$ cat src/hdl/lsu_macros.svh
// LSU memory map, trigger count and datapath widths
`ifndef LSU_MACROS_SVH
`define LSU_MACROS_SVH

// Datapath
`define LSU_XLEN      32             // Register and address width
`define LSU_OFF_W     12             // Immediate offset width

// DCCM window
`define LSU_DCCM_BASE 32'hF004_0000  // DCCM start address
`define LSU_DCCM_AW   12             // Word address bits, 4096 words
`define LSU_DCCM_HI   (`LSU_DCCM_AW + 2) // Lowest address bit above the DCCM window

// PIC register window
`define LSU_PIC_BASE  32'hF00C_0000  // PIC start address
`define LSU_PIC_AW    10             // Word address bits, 4 KiB window
`define LSU_PIC_HI    (`LSU_PIC_AW + 2)  // Lowest address bit above the PIC window

// Debug triggers
`define LSU_NUM_TRIG  4              // Number of data triggers

`endif

$ cat src/hdl/lsu_pkg.sv
// LSU shared types: operation, region and exception encodings
package lsu_pkg;

    typedef enum logic [2:0] {
        LB  = 3'd0,  // Load byte, signed
        LH  = 3'd1,  // Load half, signed
        LW  = 3'd2,  // Load word
        LBU = 3'd3,  // Load byte, unsigned
        LHU = 3'd4,  // Load half, unsigned
        SB  = 3'd5,  // Store byte
        SH  = 3'd6,  // Store half
        SW  = 3'd7   // Store word
    } lsu_op_e;

    typedef enum logic [1:0] {
        REG_DCCM = 2'd0,  // Data closely coupled memory
        REG_PIC  = 2'd1,  // Interrupt controller registers
        REG_NONE = 2'd2   // Unmapped
    } lsu_region_e;

    typedef enum logic [1:0] {
        EXC_NONE     = 2'd0,
        EXC_MISALIGN = 2'd1,  // Not naturally aligned
        EXC_ACCESS   = 2'd2   // Unmapped or bad width for region
    } lsu_exc_e;

    // True for SB, SH and SW
    function automatic logic op_is_store(input lsu_op_e op);
        return op inside {SB, SH, SW};
    endfunction

    // Access size as log2 of bytes: 0 byte, 1 half, 2 word
    function automatic logic [1:0] op_size(input lsu_op_e op);
        case (op)
            LB, LBU, SB: return 2'd0;
            LH, LHU, SH: return 2'd1;
            default:     return 2'd2;
        endcase
    endfunction

endpackage

$ cat src/hdl/lsu_addr_stage.sv
// LSU decode stage
// Forms base plus sign-extended offset and registers the request into M
`timescale 1ns/1ps
`include "lsu_macros.svh"

module lsu_addr_stage (
    input  logic                     clk,
    input  logic                     rst_n,
    input  logic                     valid_d,       // Request strobe
    input  lsu_pkg::lsu_op_e         op_d,          // Load/store kind
    input  logic [`LSU_XLEN-1:0]     rs1_d,         // Base register
    input  logic [`LSU_XLEN-1:0]     rs2_d,         // Store data
    input  logic [`LSU_OFF_W-1:0]    offset_d,      // Signed immediate
    output logic                     valid_m,
    output lsu_pkg::lsu_op_e         op_m,
    output logic [`LSU_XLEN-1:0]     addr_m,        // Effective address
    output logic [`LSU_XLEN-1:0]     store_data_m
);

    logic [`LSU_XLEN-1:0] offset_ext;  // Offset widened to XLEN
    logic [`LSU_XLEN-1:0] addr_d;      // Effective address in D

    // Sign extend 12-bit immediate
    assign offset_ext = {{(`LSU_XLEN - `LSU_OFF_W){offset_d[`LSU_OFF_W-1]}}, offset_d};
    assign addr_d     = rs1_d + offset_ext;  // Wraps modulo 2^32

    // Control flops
    always_ff @(posedge clk or negedge rst_n) begin
        if (!rst_n) begin
            valid_m <= 1'b0;
            op_m    <= lsu_pkg::LB;
        end else begin
            valid_m <= valid_d;
            if (valid_d) begin
                op_m <= op_d;                // Hold op when idle
            end
        end
    end

    // Payload flops, loaded only on a request
    always_ff @(posedge clk) begin
        if (valid_d) begin
            addr_m       <= addr_d;
            store_data_m <= rs2_d;
        end
    end

endmodule

$ cat src/hdl/lsu_access_stage.sv
// LSU M stage: region decode, alignment and access checks, trigger match,
// DCCM/PIC port drive and the M to R pipeline registers
`timescale 1ns/1ps
`include "lsu_macros.svh"

module lsu_access_stage (
    input  logic                        clk,
    input  logic                        rst_n,
    input  logic                        flush_m,                     // Kill instruction in M
    input  logic                        valid_m,
    input  lsu_pkg::lsu_op_e            op_m,
    input  logic [`LSU_XLEN-1:0]        addr_m,
    input  logic [`LSU_XLEN-1:0]        store_data_m,
    input  logic [`LSU_NUM_TRIG-1:0]    trig_select,                 // 0 address, 1 store data
    input  logic [`LSU_NUM_TRIG-1:0]    trig_match,                  // 0 equal, 1 greater-or-equal
    input  logic [`LSU_NUM_TRIG-1:0]    trig_store,
    input  logic [`LSU_NUM_TRIG-1:0]    trig_load,
    input  logic [`LSU_XLEN-1:0]        trig_tdata [`LSU_NUM_TRIG],  // Compare values
    output logic [`LSU_NUM_TRIG-1:0]    lsu_trigger_match_m,
    output logic                        dccm_rden,
    output logic                        dccm_wren,
    output logic [`LSU_DCCM_AW-1:0]     dccm_addr,                   // Word address
    output logic [`LSU_XLEN-1:0]        dccm_wr_data,                // Lane aligned
    output logic [3:0]                  dccm_byte_en,
    output logic                        picm_rden,
    output logic                        picm_wren,
    output logic [`LSU_PIC_AW-1:0]      picm_addr,                   // Word address
    output logic [`LSU_XLEN-1:0]        picm_wr_data,
    output logic                        valid_r,
    output lsu_pkg::lsu_op_e            op_r,
    output lsu_pkg::lsu_region_e        region_r,
    output logic [1:0]                  byte_offset_r,
    output lsu_pkg::lsu_exc_e           exc_r,
    output logic [`LSU_XLEN-1:0]        addr_r
);

    localparam logic [`LSU_XLEN-1:0] DCCM_BASE = `LSU_DCCM_BASE;
    localparam logic [`LSU_XLEN-1:0] PIC_BASE  = `LSU_PIC_BASE;

    logic                   live_m;     // Valid and not flushed
    logic                   is_store_m;
    logic [1:0]             size_m;     // log2 bytes
    logic                   misalign_m;
    logic                   in_dccm_m;
    logic                   in_pic_m;
    lsu_pkg::lsu_region_e   region_m;
    lsu_pkg::lsu_exc_e      exc_m;
    logic                   go_m;       // Clean access, may touch memory

    assign live_m     = valid_m & ~flush_m;
    assign is_store_m = lsu_pkg::op_is_store(op_m);
    assign size_m     = lsu_pkg::op_size(op_m);

    // Natural alignment
    assign misalign_m = ((size_m == 2'd1) & addr_m[0]) |
                        ((size_m == 2'd2) & (|addr_m[1:0]));

    // Region match on the bits above each window
    assign in_dccm_m = (addr_m[`LSU_XLEN-1:`LSU_DCCM_HI] == DCCM_BASE[`LSU_XLEN-1:`LSU_DCCM_HI]);
    assign in_pic_m  = (addr_m[`LSU_XLEN-1:`LSU_PIC_HI] == PIC_BASE[`LSU_XLEN-1:`LSU_PIC_HI]);

    always_comb begin
        if (in_dccm_m) begin
            region_m = lsu_pkg::REG_DCCM;
        end else if (in_pic_m) begin
            region_m = lsu_pkg::REG_PIC;
        end else begin
            region_m = lsu_pkg::REG_NONE;
        end
    end

    // Misalignment wins over access fault
    always_comb begin
        if (misalign_m) begin
            exc_m = lsu_pkg::EXC_MISALIGN;
        end else if ((region_m == lsu_pkg::REG_NONE) ||
                     ((region_m == lsu_pkg::REG_PIC) && (size_m != 2'd2))) begin
            exc_m = lsu_pkg::EXC_ACCESS;  // PIC is word only
        end else begin
            exc_m = lsu_pkg::EXC_NONE;
        end
    end

    assign go_m = live_m & (exc_m == lsu_pkg::EXC_NONE);

    // DCCM port
    assign dccm_rden    = go_m & (region_m == lsu_pkg::REG_DCCM) & ~is_store_m;
    assign dccm_wren    = go_m & (region_m == lsu_pkg::REG_DCCM) & is_store_m;
    assign dccm_addr    = addr_m[`LSU_DCCM_AW+1:2];
    assign dccm_wr_data = store_data_m << {addr_m[1:0], 3'b000};  // Move to byte lane

    always_comb begin
        case (size_m)
            2'd0:    dccm_byte_en = 4'b0001 << addr_m[1:0];
            2'd1:    dccm_byte_en = 4'b0011 << addr_m[1:0];
            default: dccm_byte_en = 4'b1111;
        endcase
    end

    // PIC port, whole words only
    assign picm_rden    = go_m & (region_m == lsu_pkg::REG_PIC) & ~is_store_m;
    assign picm_wren    = go_m & (region_m == lsu_pkg::REG_PIC) & is_store_m;
    assign picm_addr    = addr_m[`LSU_PIC_AW+1:2];
    assign picm_wr_data = store_data_m;

    // Data triggers, reported only and never block the access
    for (genvar i = 0; i < `LSU_NUM_TRIG; i++) begin : g_trig
        logic [`LSU_XLEN-1:0] cmp_val;
        logic                 val_hit;
        logic                 kind_hit;

        assign cmp_val  = trig_select[i] ? store_data_m : addr_m;
        assign val_hit  = trig_match[i] ? (cmp_val >= trig_tdata[i])   // Unsigned
                                        : (cmp_val == trig_tdata[i]);
        assign kind_hit = (trig_load[i] & ~is_store_m) | (trig_store[i] & is_store_m);
        assign lsu_trigger_match_m[i] = live_m & kind_hit & val_hit;
    end

    // M to R control
    always_ff @(posedge clk or negedge rst_n) begin
        if (!rst_n) begin
            valid_r  <= 1'b0;
            op_r     <= lsu_pkg::LB;
            region_r <= lsu_pkg::REG_NONE;
            exc_r    <= lsu_pkg::EXC_NONE;
        end else begin
            valid_r <= live_m;            // Flushed op dies here
            if (live_m) begin
                op_r     <= op_m;
                region_r <= region_m;
                exc_r    <= exc_m;
            end
        end
    end

    // M to R payload
    always_ff @(posedge clk) begin
        if (live_m) begin
            byte_offset_r <= addr_m[1:0];
            addr_r        <= addr_m;      // Kept for fault reporting
        end
    end

endmodule

$ cat src/hdl/lsu_result_stage.sv
// LSU R stage: picks and aligns the returned read data, extends it per op
// and splits the instruction into a result or an exception
`timescale 1ns/1ps
`include "lsu_macros.svh"

module lsu_result_stage (
    input  logic                     valid_r,
    input  lsu_pkg::lsu_op_e         op_r,
    input  lsu_pkg::lsu_region_e     region_r,
    input  logic [1:0]               byte_offset_r,
    input  lsu_pkg::lsu_exc_e        exc_r,
    input  logic [`LSU_XLEN-1:0]     addr_r,
    input  logic [`LSU_XLEN-1:0]     dccm_rd_data,       // One cycle after rden
    input  logic [`LSU_XLEN-1:0]     picm_rd_data,
    output logic                     result_valid_r,
    output logic [`LSU_XLEN-1:0]     lsu_result_r,       // Zero for stores
    output logic                     lsu_error_valid_r,
    output lsu_pkg::lsu_exc_e        lsu_error_exc_r,
    output logic                     lsu_error_store_r,  // Fault was on a store
    output logic [`LSU_XLEN-1:0]     lsu_error_addr_r
);

    logic [`LSU_XLEN-1:0] rd_word;     // Raw word from the selected memory
    logic [`LSU_XLEN-1:0] rd_shift;    // Addressed byte moved to bit 0
    logic [`LSU_XLEN-1:0] load_data;   // Extended per op
    logic                 is_store_r;
    logic                 fault_r;

    assign is_store_r = lsu_pkg::op_is_store(op_r);
    assign fault_r    = (exc_r != lsu_pkg::EXC_NONE);

    // Region select then lane shift
    assign rd_word  = (region_r == lsu_pkg::REG_PIC) ? picm_rd_data : dccm_rd_data;
    assign rd_shift = rd_word >> {byte_offset_r, 3'b000};

    always_comb begin
        case (op_r)
            lsu_pkg::LB:  load_data = {{24{rd_shift[7]}}, rd_shift[7:0]};
            lsu_pkg::LBU: load_data = {24'd0, rd_shift[7:0]};
            lsu_pkg::LH:  load_data = {{16{rd_shift[15]}}, rd_shift[15:0]};
            lsu_pkg::LHU: load_data = {16'd0, rd_shift[15:0]};
            lsu_pkg::LW:  load_data = rd_shift;
            default:      load_data = '0;  // Stores return nothing
        endcase
    end

    // Good completion
    assign result_valid_r = valid_r & ~fault_r;
    assign lsu_result_r   = result_valid_r ? load_data : '0;

    // Exception report, quiet when nothing faulted
    assign lsu_error_valid_r = valid_r & fault_r;
    assign lsu_error_exc_r   = lsu_error_valid_r ? exc_r : lsu_pkg::EXC_NONE;
    assign lsu_error_store_r = lsu_error_valid_r & is_store_r;
    assign lsu_error_addr_r  = lsu_error_valid_r ? addr_r : '0;

endmodule

$ cat src/hdl/lsu_top.sv
// LSU top level: chains address, access and result stages and routes
// the per-field trigger vectors into the access stage
`timescale 1ns/1ps
`include "lsu_macros.svh"

module lsu_top (
    input  logic                        clk,
    input  logic                        rst_n,
    input  logic                        flush_m,
    input  logic                        valid_d,
    input  lsu_pkg::lsu_op_e            op_d,
    input  logic [`LSU_XLEN-1:0]        rs1_d,
    input  logic [`LSU_XLEN-1:0]        rs2_d,
    input  logic [`LSU_OFF_W-1:0]       offset_d,
    // Unpacked trigger descriptors
    input  logic [`LSU_NUM_TRIG-1:0]    select,
    input  logic [`LSU_NUM_TRIG-1:0]    match,
    input  logic [`LSU_NUM_TRIG-1:0]    store,
    input  logic [`LSU_NUM_TRIG-1:0]    load,
    input  logic [`LSU_XLEN-1:0]        tdata [`LSU_NUM_TRIG],
    output logic [`LSU_NUM_TRIG-1:0]    lsu_trigger_match_m,
    // DCCM
    output logic                        dccm_rden,
    output logic                        dccm_wren,
    output logic [`LSU_DCCM_AW-1:0]     dccm_addr,
    output logic [`LSU_XLEN-1:0]        dccm_wr_data,
    output logic [3:0]                  dccm_byte_en,
    input  logic [`LSU_XLEN-1:0]        dccm_rd_data,
    // PIC
    output logic                        picm_rden,
    output logic                        picm_wren,
    output logic [`LSU_PIC_AW-1:0]      picm_addr,
    output logic [`LSU_XLEN-1:0]        picm_wr_data,
    input  logic [`LSU_XLEN-1:0]        picm_rd_data,
    // Result and exception
    output logic                        result_valid_r,
    output logic [`LSU_XLEN-1:0]        lsu_result_r,
    output logic                        lsu_error_valid_r,
    output lsu_pkg::lsu_exc_e           lsu_error_exc_r,
    output logic                        lsu_error_store_r,
    output logic [`LSU_XLEN-1:0]        lsu_error_addr_r
);

    // D to M
    logic                   valid_m;
    lsu_pkg::lsu_op_e       op_m;
    logic [`LSU_XLEN-1:0]   addr_m;
    logic [`LSU_XLEN-1:0]   store_data_m;

    // M to R
    logic                   valid_r;
    lsu_pkg::lsu_op_e       op_r;
    lsu_pkg::lsu_region_e   region_r;
    logic [1:0]             byte_offset_r;
    lsu_pkg::lsu_exc_e      exc_r;
    logic [`LSU_XLEN-1:0]   addr_r;

    lsu_addr_stage u_addr (
        .clk          (clk),
        .rst_n        (rst_n),
        .valid_d      (valid_d),
        .op_d         (op_d),
        .rs1_d        (rs1_d),
        .rs2_d        (rs2_d),
        .offset_d     (offset_d),
        .valid_m      (valid_m),
        .op_m         (op_m),
        .addr_m       (addr_m),
        .store_data_m (store_data_m)
    );

    lsu_access_stage u_access (
        .clk                 (clk),
        .rst_n               (rst_n),
        .flush_m             (flush_m),
        .valid_m             (valid_m),
        .op_m                (op_m),
        .addr_m              (addr_m),
        .store_data_m        (store_data_m),
        .trig_select         (select),   // Trigger fields pass straight through
        .trig_match          (match),
        .trig_store          (store),
        .trig_load           (load),
        .trig_tdata          (tdata),
        .lsu_trigger_match_m (lsu_trigger_match_m),
        .dccm_rden           (dccm_rden),
        .dccm_wren           (dccm_wren),
        .dccm_addr           (dccm_addr),
        .dccm_wr_data        (dccm_wr_data),
        .dccm_byte_en        (dccm_byte_en),
        .picm_rden           (picm_rden),
        .picm_wren           (picm_wren),
        .picm_addr           (picm_addr),
        .picm_wr_data        (picm_wr_data),
        .valid_r             (valid_r),
        .op_r                (op_r),
        .region_r            (region_r),
        .byte_offset_r       (byte_offset_r),
        .exc_r               (exc_r),
        .addr_r              (addr_r)
    );

    lsu_result_stage u_result (
        .valid_r           (valid_r),
        .op_r              (op_r),
        .region_r          (region_r),
        .byte_offset_r     (byte_offset_r),
        .exc_r             (exc_r),
        .addr_r            (addr_r),
        .dccm_rd_data      (dccm_rd_data),
        .picm_rd_data      (picm_rd_data),
        .result_valid_r    (result_valid_r),
        .lsu_result_r      (lsu_result_r),
        .lsu_error_valid_r (lsu_error_valid_r),
        .lsu_error_exc_r   (lsu_error_exc_r),
        .lsu_error_store_r (lsu_error_store_r),
        .lsu_error_addr_r  (lsu_error_addr_r)
    );

endmodule

$ cat config.mk
export PLATFORM = sky130hd
export DESIGN_NAME = lsu_top
export DESIGN_NICKNAME = d
export VERILOG_FILES = /design/src/hdl/lsu_pkg.sv /design/src/hdl/lsu_addr_stage.sv /design/src/hdl/lsu_access_stage.sv /design/src/hdl/lsu_result_stage.sv /design/src/hdl/lsu_top.sv
export VERILOG_INCLUDE_DIRS = /design/src /design/src/hdl
export SDC_FILE = /design/constraint.sdc
export NUM_CORES = 1
export LEC_CHECK = 0
export ABC_AREA = 1
export BUFFER_PORTS_ARGS = -buffer_cell sky130_fd_sc_hd__buf_2
export CAP_MARGIN = 5
export CORE_MARGIN = 1
export CORE_UTILIZATION = 40
export CTS_BUF_LIST = sky130_fd_sc_hd__clkbuf_2 sky130_fd_sc_hd__clkbuf_4 sky130_fd_sc_hd__clkbuf_8
export CTS_CLUSTER_DIAMETER = 200
export DETAILED_ROUTE_END_ITERATION = 10
export PLACE_DENSITY_LB_ADDON = 0.08
export SLEW_MARGIN = 0
export SYNTH_ARGS = -nofsm -noshare
export SYNTH_HDL_FRONTEND = slang
export SYNTH_SLANG_ARGS = --single-unit
$ cat constraint.sdc
create_clock -name clk -period 3.5 [get_ports clk]
set_input_delay 0 -clock clk [delete_from_list [all_inputs] [get_ports clk]]
set_output_delay 0 -clock clk [all_outputs]
set_load 0.1 [all_outputs]
======== Word-level counts from Yosys, hierarchy flattened ========
Index checks and enable logic that the tools add are counted.
word-level totals
  flip-flop bits (word level) ............. 110
  bits of input ports ..................... 291
  output and inout port bits .............. 167
  word-level logic and storage cells ...... 113
cells by class
  $add $sub $neg .......................... 1
  order comparisons ....................... 4
  equality and inequality tests ........... 25
  shift operators ......................... 4
  muxes and demuxes ....................... 19
  bitwise logic cells ..................... 37
  reduce and logical (&&, ||, !) cells .... 13
operators by type and width
  operator                                                               number
  32-bit two-way mux                                                     7
  32-bit case mux with 5 select lines                                    1
  32-bit equality test                                                   4
  32-bit >= comparator                                                   4
  32-bit adder                                                           1
  32-bit by 5-bit << shifter with 32-bit output                          1
  32-bit by 5-bit >> shifter with 32-bit output                          1
  1-bit bitwise AND                                                      29
  3-bit equality test, second input constant                             8
  20-bit equality test, second input constant                            1
  18-bit equality test, second input constant                            1
  2-bit two-way mux                                                      5
  3-bit by 2-bit equality test with 1-bit output, second input constant  3
  4-bit case mux with 2 select lines                                     1
  2-bit by 1-bit equality test with 1-bit output, second input constant  3
  3-bit by 1-bit equality test with 1-bit output, second input constant  2
  2-bit zero test                                                        3
  3-bit zero test                                                        2
  3-bit nonzero test                                                     2
  3-bit OR reduction                                                     2
  1-bit bitwise OR                                                       5
  2-bit equality test, second input constant                             2
  1-bit two-way mux                                                      4
  2-bit case mux with 2 select lines                                     1
  8 further kinds                                                        10

======== Longest topological paths before layout ========
Gate-level depths: netlist of run 1.
  depth in word-level cells ............... 12
  gate-level depth with buffers ........... 18

======== Cells and area by module ========
From an unflattened synthesis of run 1, not the netlist that was laid out.
second synthesis, totals
  cells, all modules ...................... 2112
  area total of the unflattened synthesis .. 13518.0 um^2
modules (own cells, without submodules)
  module            times used  cells each  area an instance (um^2)
  lsu_access_stage  1           1150        7181.9
  lsu_addr_stage    1           565         4440.5
  lsu_result_stage  1           397         1895.6

======== Least setup slack after synthesis of run 1 ========
No wires, ideal clock.
  kind .................................... register -> output
  from .................................... reg u_addr.store_data_m[0]
  to ...................................... out lsu_trigger_match_m[2]
  data arrival time ....................... 3.494 ns
  data required time ...................... 3.500 ns
  setup slack ............................. 0.006 ns
  cell stages (with the launch flop) ...... 18
  path buffers ............................ 0
  cells stage by stage .................... edfxtp_1 > inv_1 > nand2_1 > o21ai_0 > ha_1 > inv_1 > nand2_1 > nand2_1 > nand2_1 > nand2_1 > nand2_1 > nand2_1 > nand2_1 > nand2_1 > nand2_1 > nand2_1 > nand2_1 > a21oi_1
on the way
  longest elaborated chain between the ends .. 4
RTL lines
  item                                                          RTL line                                          text
  from (decl)                                                   lsu_addr_stage.sv:17                              output logic [`LSU_XLEN-1:0] store_data_m
  from (signal assigned)                                        lsu_addr_stage.sv:44                              store_data_m <= rs2_d;
  32-bit two-way mux (*)                                        lsu_access_stage.sv:112                           assign cmp_val = trig_select[i] ? store_data_m : addr_m;
  32-bit >= comparator or 32-bit equality test (tied branches)  lsu_access_stage.sv:113, lsu_access_stage.sv:114
  1-bit two-way mux (*)                                         lsu_access_stage.sv:113                           assign val_hit = trig_match[i] ? (cmp_val >= trig_tdata[i])
  1-bit bitwise AND (*)                                         lsu_access_stage.sv:116                           assign lsu_trigger_match_m[i] = live_m & kind_hit & val_hit;
  to (decl)                                                     lsu_top.sv:21                                     output logic [`LSU_NUM_TRIG-1:0] lsu_trigger_match_m,
Every way passes the cells marked *; elsewhere a longest branch is shown, timed or not.

======== Worst setup path after layout of run 1 ========
  from .................................... reg u_addr.addr_m[0]
  to ...................................... out dccm_wr_data[16]
on the way
  longest elaborated chain between the ends .. 1
RTL lines
  item                                           RTL line                text
  from (decl)                                    lsu_addr_stage.sv:16    output logic [`LSU_XLEN-1:0] addr_m,
  from (signal assigned)                         lsu_addr_stage.sv:43    addr_m <= addr_d;
  32-bit by 5-bit << shifter with 32-bit output  lsu_access_stage.sv:90  assign dccm_wr_data = store_data_m << {addr_m[1:0], 3'b000};
  to (decl)                                      lsu_top.sv:26           output logic [`LSU_XLEN-1:0] dccm_wr_data,
Every way passes these cells.

==> results of run 1 <==
synth_stat cells (8+ instances only):
| master | count | area share |
|---|---|---|
| a21o_1 | 10 | 0.0060 |
| a21oi_1 | 131 | 0.053 |
| a22oi_1 | 8 | 0.0048 |
| buf_4 | 26 | 0.016 |
| clkbuf_1 | 47 | 0.014 |
| dfrtp_1 | 11 | 0.022 |
| edfxtp_1 | 96 | 0.23 |
| ha_1 | 159 | 0.16 |
| inv_1 | 300 | 0.091 |
| nand2_1 | 504 | 0.15 |
| nand3_1 | 60 | 0.024 |
| nand4_1 | 18 | 0.0091 |
| nor2_1 | 194 | 0.059 |
| nor3_1 | 10 | 0.0040 |
| o21a_1 | 9 | 0.0054 |
| o21ai_0 | 218 | 0.088 |
| xor2_1 | 15 | 0.011 |
path summary, 6_finish.rpt:
| path | slack, ns | to | from | depth (start not counted) |
|---|---|---|---|---|
| min in group asynchronous | 0.55 | u_access.valid_r$_DFF_PN0_ | rst_n | 3 |
| hold / removal | 0.04 | u_addr.addr_m[0]$_DFFE_PP_ | offset_d[0] | 2 |
| max in group asynchronous | 2.14 | u_addr.valid_m$_DFF_PN0_ | rst_n | 4 |
| hold reg to reg | 0.46 | u_access.addr_r[23]$_DFFE_PP_ | u_addr.addr_m[23]$_DFFE_PP_ | 0 |
| setup reg to reg | 1.75 | u_access.exc_r[1]$_DFFE_PN0P_ | u_addr.addr_m[16]$_DFFE_PP_ | 8 |
| setup / recovery | 0.51 | dccm_wr_data[16] | u_addr.addr_m[0]$_DFFE_PP_ | 5 |
routing by layer:
metal	track usage	up-vias	part of all wire	wire length, um
li1	-	7033	-	-
met3	0.04327	69	0.065	3176
met2	0.5366	548	0.48	23830
met1	0.3791	6387	0.42	20820
met4	0.09075	12	0.026	1270
met5	0	-	0.0016	77
worst register-to-register path, cell delays in order (launching register included):
cell,delay [ns]
edfxtp_1,0.41
inv_1,0.22
nand4_1,0.15
nor2_1,0.21
nand3_1,0.21
nand2_1,0.17
nand2_1,0.08
nand2_1,0.06
o21ai_0,0.07
area by class of cell:
cell class,count,area (um2)
diodes,6,15.01
inverters,304,1141
multi-input cells,1397,7692
clock buffers,9,123.9
clock inverters,6,55.05
flip-flops and latches,108,3184
fillers,3249,15050
repair buffers,507,2835
well taps,396,495.5
flip-flops by register name (all words and copies together) (netlist names):
| register | flops |
|---|---|
| u_access.valid_r | 1 |
| u_access.op_r | 3 |
| u_access.exc_r | 2 |
| u_access.addr_r | 32 |
| u_addr.op_m | 3 |
| u_addr.valid_m | 1 |
| u_addr.addr_m | 32 |
| u_access.region_r | 2 |
| u_addr.store_data_m | 32 |
power by group:
part | total (W) | internal (W) | switching [W] | leakage [nW]
Sequential | 0.00176 | 0.00158 | 0.000179 | 1.07
Combinational | 0.00333 | 0.000812 | 0.00251 | 7.57
Clock | 0.000788 | 0.000272 | 0.000517 | 0.0926
through the flow:
| step | hold slack, ns | utilization |
|---|---|---|
| 4_1_cts | 0.02000 | 0.5076 |
| 2_1_floorplan | -0.2956 | - |
| 3_5_place_dp | -0.1081 | 0.4890 |
| 6_report | 0.04171 | 0.5081 |
| 3_3_place_gp | -0.1069 | 0.4890 |
| 5_1_grt | 0.03774 | 0.5078 |
cells by family after synthesis:
| family | share of synthesized area |
|---|---|
| adders and majority gates | 0.1618 |
| buffers and inverters | 0.1258 |
| xor gates and xnor gates | 0.01410 |
| and+or+nand+nor | 0.2570 |
| muxes | 0.008764 |
| AOI/OAI and AO/OA | 0.1762 |
| DFF | 0.2564 |
==> flow_metrics.tcl, run 1 <==
set metrics [dict create \
    status "completed" \
    post-route-worst-setup-slack_ns 0.5057 \
    grt_use_total 0.3033 \
    clk_pin_slew_ns 0.13 \
    pre_cts_slack_ns 0.7880 \
    place_hpwl_um 40780 \
    area_growth_pct 25.13 \
    row_count 64 \
    dieArea_um2 31760 \
    h-tree-depth 3 \
    slew-limit-headroom 0.3587 \
    power_w 0.005873 \
    postCtsResizedCells 0 \
    core_area_um2 30590 \
    grt_max_degree 72 \
    min_period_over_period 0.8555 \
    ys_seq_area_frac 0.2564 \
    ant_nets 0 \
    drc_errors 0 \
    leakagePower_nw 8.739 \
    hold_viol_final 0 \
    cp_slowest_cell "edfxtp_1" \
    cp_cell_sequence "buf_4, clkinv_1, nand2_1, o32ai_1, buf_2" \
    drt-initial-drc-count 958 \
    cpPeakStageDelay_ns 0.76 \
    start_util 0.4060 \
    yosysUniqueCellTypes 43 \
    cts_inserted_buffers 9 \
    yosysWarnings 0 \
    post_cts_buffers 0 \
    rsz0062_at_grt "false" \
    finalMaxSlewViolations 0 \
    fmax_mhz 334.0 \
    arrival_ns 2.99 \
    clockRootBuffer "clkbuf_8" \
    ir_drop_v 0.0002930 \
    cts_tree "yes" \
    gp_congestion 0.9513 \
    grt_overflow 0 \
    antenna_found_initial 13 \
    fin_cells 2733 \
    clock_path_buffers 2 \
    hold_buffers 39 \
    dp.cells 2673 \
    viasPerCell 5.141 \
    critPathCaptureType "output pin" \
    worst_pin_slew_ns 0.9619 \
    critical_path_class "reg2out" \
    synth_edf_count 96 \
    port_buffers 457 \
    design_area_um2 15540 \
    ys.flop_type "edfxtp_1" \
    final_nets 2778 \
    layout_common_cells "nand2_1 (504), buf_2 (452), inv_1 (300)" \
    hold_path_class "in2reg" \
    mostFrequentLayoutCell "nand2_1" \
    numClockSinks 108 \
    placed_cell_area_um2 14960 \
    grt_pass1_vias 13110 \
    wl_um 49170 \
    path_max_fanout 24 \
    setup_violations 0 \
    fin_crit_ns 2.994 \
    synthCells 1890 \
    avgSynthCellArea_um2 6.572 \
    io_pins 458 \
    crit_family "buffers and inverters" \
    fin_setup_tns_ns 0 \
    power_density_nw_per_um2 377.9 \
    vias 14050 \
    post_drt_wl_per_cell_um 17.99 \
    synth_seq_cells 108 \
    worst-path-buf-inv 3 \
    syn-cell-area_um2 12420 \
    die_h_um 178.2 \
    skew_ns 0.02662 \
    maxCapViolCount 0 \
    clkLatencyLatePin_ns 0.41 \
    crit_path_start_kind "register" \
    synthesis.nets 2341 \
    grt_pass1_wl_um 72590 \
    ys_async_sr_fraction 0.1111 \
    fp.dieW_um 178.2 \
    drive_gt1_frac 0.2184 \
    drt-pass1-iter-count 5 \
    cp_data_required_time_ns 3.50 \
]
Power figures use the tool's default switching activity.
==> run 2: changes to the inputs <==
--- a/config.mk
+++ b/config.mk
@@ -13,8 +13,11 @@
 export CORE_UTILIZATION = 40
 export CTS_BUF_LIST = sky130_fd_sc_hd__clkbuf_2 sky130_fd_sc_hd__clkbuf_4 sky130_fd_sc_hd__clkbuf_8
 export CTS_CLUSTER_DIAMETER = 200
+export CTS_CLUSTER_SIZE = 14
 export DETAILED_ROUTE_END_ITERATION = 10
 export PLACE_DENSITY_LB_ADDON = 0.08
+export RECOVER_POWER = 100
+export SKIP_CTS_REPAIR_TIMING = 1
 export SLEW_MARGIN = 0
 export SYNTH_ARGS = -nofsm -noshare
 export SYNTH_HDL_FRONTEND = slang
==> flow_metrics.tcl, run 2 (synthesis gave the netlist of run 1 again) <==
set metrics [dict create \
    io_pins 458 \
    dieArea_um2 31760 \
    fin_cells 2730 \
    row_count 64 \
    grt_max_degree 72 \
    mostFrequentLayoutCell "nand2_1" \
    worst_pin_slew_ns 1.879 \
    clock_path_buffers 2 \
    reg2reg_from "u_addr.valid_m$_DFF_PN0_" \
    cp_data_required_time_ns 3.50 \
    p_clk_frac 0.135 \
    worst-path-buf-inv 1 \
    cts_inserted_buffers 9 \
    layout_common_cells "nand2_1 (504), inv_1 (300), buf_2 (289)" \
    antenna_found_initial 13 \
    ant_nets 0 \
    worstSetupEndpoint "lsu_trigger_match_m[0]" \
    grt_pass1_vias 12930 \
    post-route-worst-setup-slack_ns 0.3626 \
    maxCapViolCount 1 \
    final_nets 2775 \
    met3_length_um 3418 \
    finalMaxSlewViolations 72 \
    status "finished with violations" \
    clockRootBuffer "clkbuf_8" \
    critical_path_class "reg2out" \
    switching_share 0.5506 \
    crit_path_start_kind "register" \
    hold_viol_final 0 \
    critPathCaptureType "output pin" \
    grt_use_total 0.3009 \
    largestRegisters "u_access.addr_r: 32 flops, u_addr.addr_m: 32 flops, u_addr.store_data_m: 32 flops" \
    cts_tree "yes" \
    power_switching_w 0.003205 \
    startpoint "u_addr.store_data_m[23]$_DFFE_PP_" \
    area_growth_pct 23.05 \
    die_h_um 178.2 \
    fin_setup_tns_ns 0 \
    crit_family "simple AND/OR/NAND/NOR gates" \
    start_util 0.4060 \
    drt-pass1-iter-count 6 \
    fin_crit_ns 3.137 \
    cp_slowest_cell "edfxtp_1" \
    clkLatencyLatePin_ns 0.41 \
    p_comb_frac 0.563 \
    drt-initial-drc-count 1021 \
    violations "capacitance limit, slew limit" \
    place_hpwl_um 40780 \
    internal_power_w 0.002616 \
    crit_top_cell "nand2_1" \
    hold_path_class "in2reg" \
    vias 14060 \
    worstRegToRegCells 6 \
    pre_cts_slack_ns 0.7880 \
    path_max_fanout 7 \
    dr.max_layer_used "met5" \
    grt_pass1_wl_um 71880 \
    seq_power_share 0.302 \
    numClockSinks 108 \
    drt-met1-wl_um 20540 \
    clk_pin_slew_ns 0.13 \
    drc_errors 0 \
    post_drt_wl_per_cell_um 18.01 \
    cp_cell_sequence "nand2_1, o21ai_0, ha_1, nand2_1, nor2_1, nand4_1, nor2_1, nand2_1, nand2_1, nand2_1, a21oi_1, clkbuf_2" \
    core_area_um2 30590 \
    wl_um 49170 \
    viasPerCell 5.151 \
    timing.hold.ws_ns 0.01338 \
    power_density_nw_per_um2 380.9 \
    ir_drop_v 0.0002881 \
    gp_congestion 0.9513 \
    wl_met2_um 23830 \
    h-tree-depth 3 \
    min_period_over_period 0.8964 \
    crit_cells 12 \
    grt_overflow 0 \
    cpPeakStageDelay_ns 0.61 \
    dp.cells 2673 \
    port_buffers 457 \
    drive_gt1_frac 0.1680 \
    fmax_mhz 318.7 \
    leakagePower_nw 8.296 \
    setup_violations 0 \
    skew_ns 0.02649 \
    slew-limit-headroom -0.2529 \
    r2r_slack_ns 1.63 \
    rsz0062_at_grt "false" \
    reg2reg_to "u_access.region_r[0]$_DFFE_PN0P_" \
    fp.dieW_um 178.2 \
    arrival_ns 3.14 \
    power_w 0.005821 \
]
-- run 2: worst register-to-register path, cell delays in order (launching register included) --
cell     delay, ns
dfrtp_1       0.34
inv_1         0.04
nor2_1        0.36
buf_4         0.59
inv_1         0.24
nand2_1       0.11
o21ai_0       0.07
-- run 2: power by group through the flow --
stage	sequential [W]	combinational [W]	clock, W
after floorplan	0.00190	0.00234	0
after global placement	0.00178	0.00325	0
after detailed placement	0.00179	0.00327	0
after CTS	0.00176	0.00328	0.000813
after global routing	0.00177	0.00356	0.000845
final	0.00176	0.00328	0.000784
-- run 2: area by class of cell --
cell class	instances	area (um2)
repair buffers	504	2595
well taps	396	495.5
multi-input cells	1397	7674
diodes	6	15.01
clock buffers	9	123.9
inverters	304	1141
clock inverters	6	55.05
fillers	3322	15310
flip-flops and latches	108	3184
-- run 2: how the worst min path moves through the flow --
stage | slack, ns | start | to | cells past startpoint
finish | 0.01 | rs1_d[31] | u_addr.addr_m[31]$_DFFE_PP_ | 4
global route | 0.04 | offset_d[0] | u_addr.addr_m[0]$_DFFE_PP_ | 2
CTS | -0.55 | rst_n | u_addr.op_m[2]$_DFFE_PN0P_ | 1
detailed placement | -0.11 | rst_n | u_access.valid_r$_DFF_PN0_ | 1
global placement | -0.11 | rst_n | u_access.valid_r$_DFF_PN0_ | 1
floorplan | -0.30 | rst_n | u_access.exc_r[0]$_DFFE_PN0P_ | 0
-- run 2: layer usage --
layer  vias to the layer above  GRT usage
met5                         -          0
met4                        12    0.08404
met3                        76    0.04689
met2                       563     0.5350
met1                      6391     0.3737
li1                       7021          -
-- run 2: per-stage QoR --
step,utilization,instance area [um2]
2_1_floorplan,-,12420
3_3_place_gp,0.4890,14960
3_5_place_dp,0.4890,14960
4_1_cts,0.4948,15140
5_1_grt,0.4993,15270
6_report,0.4996,15280
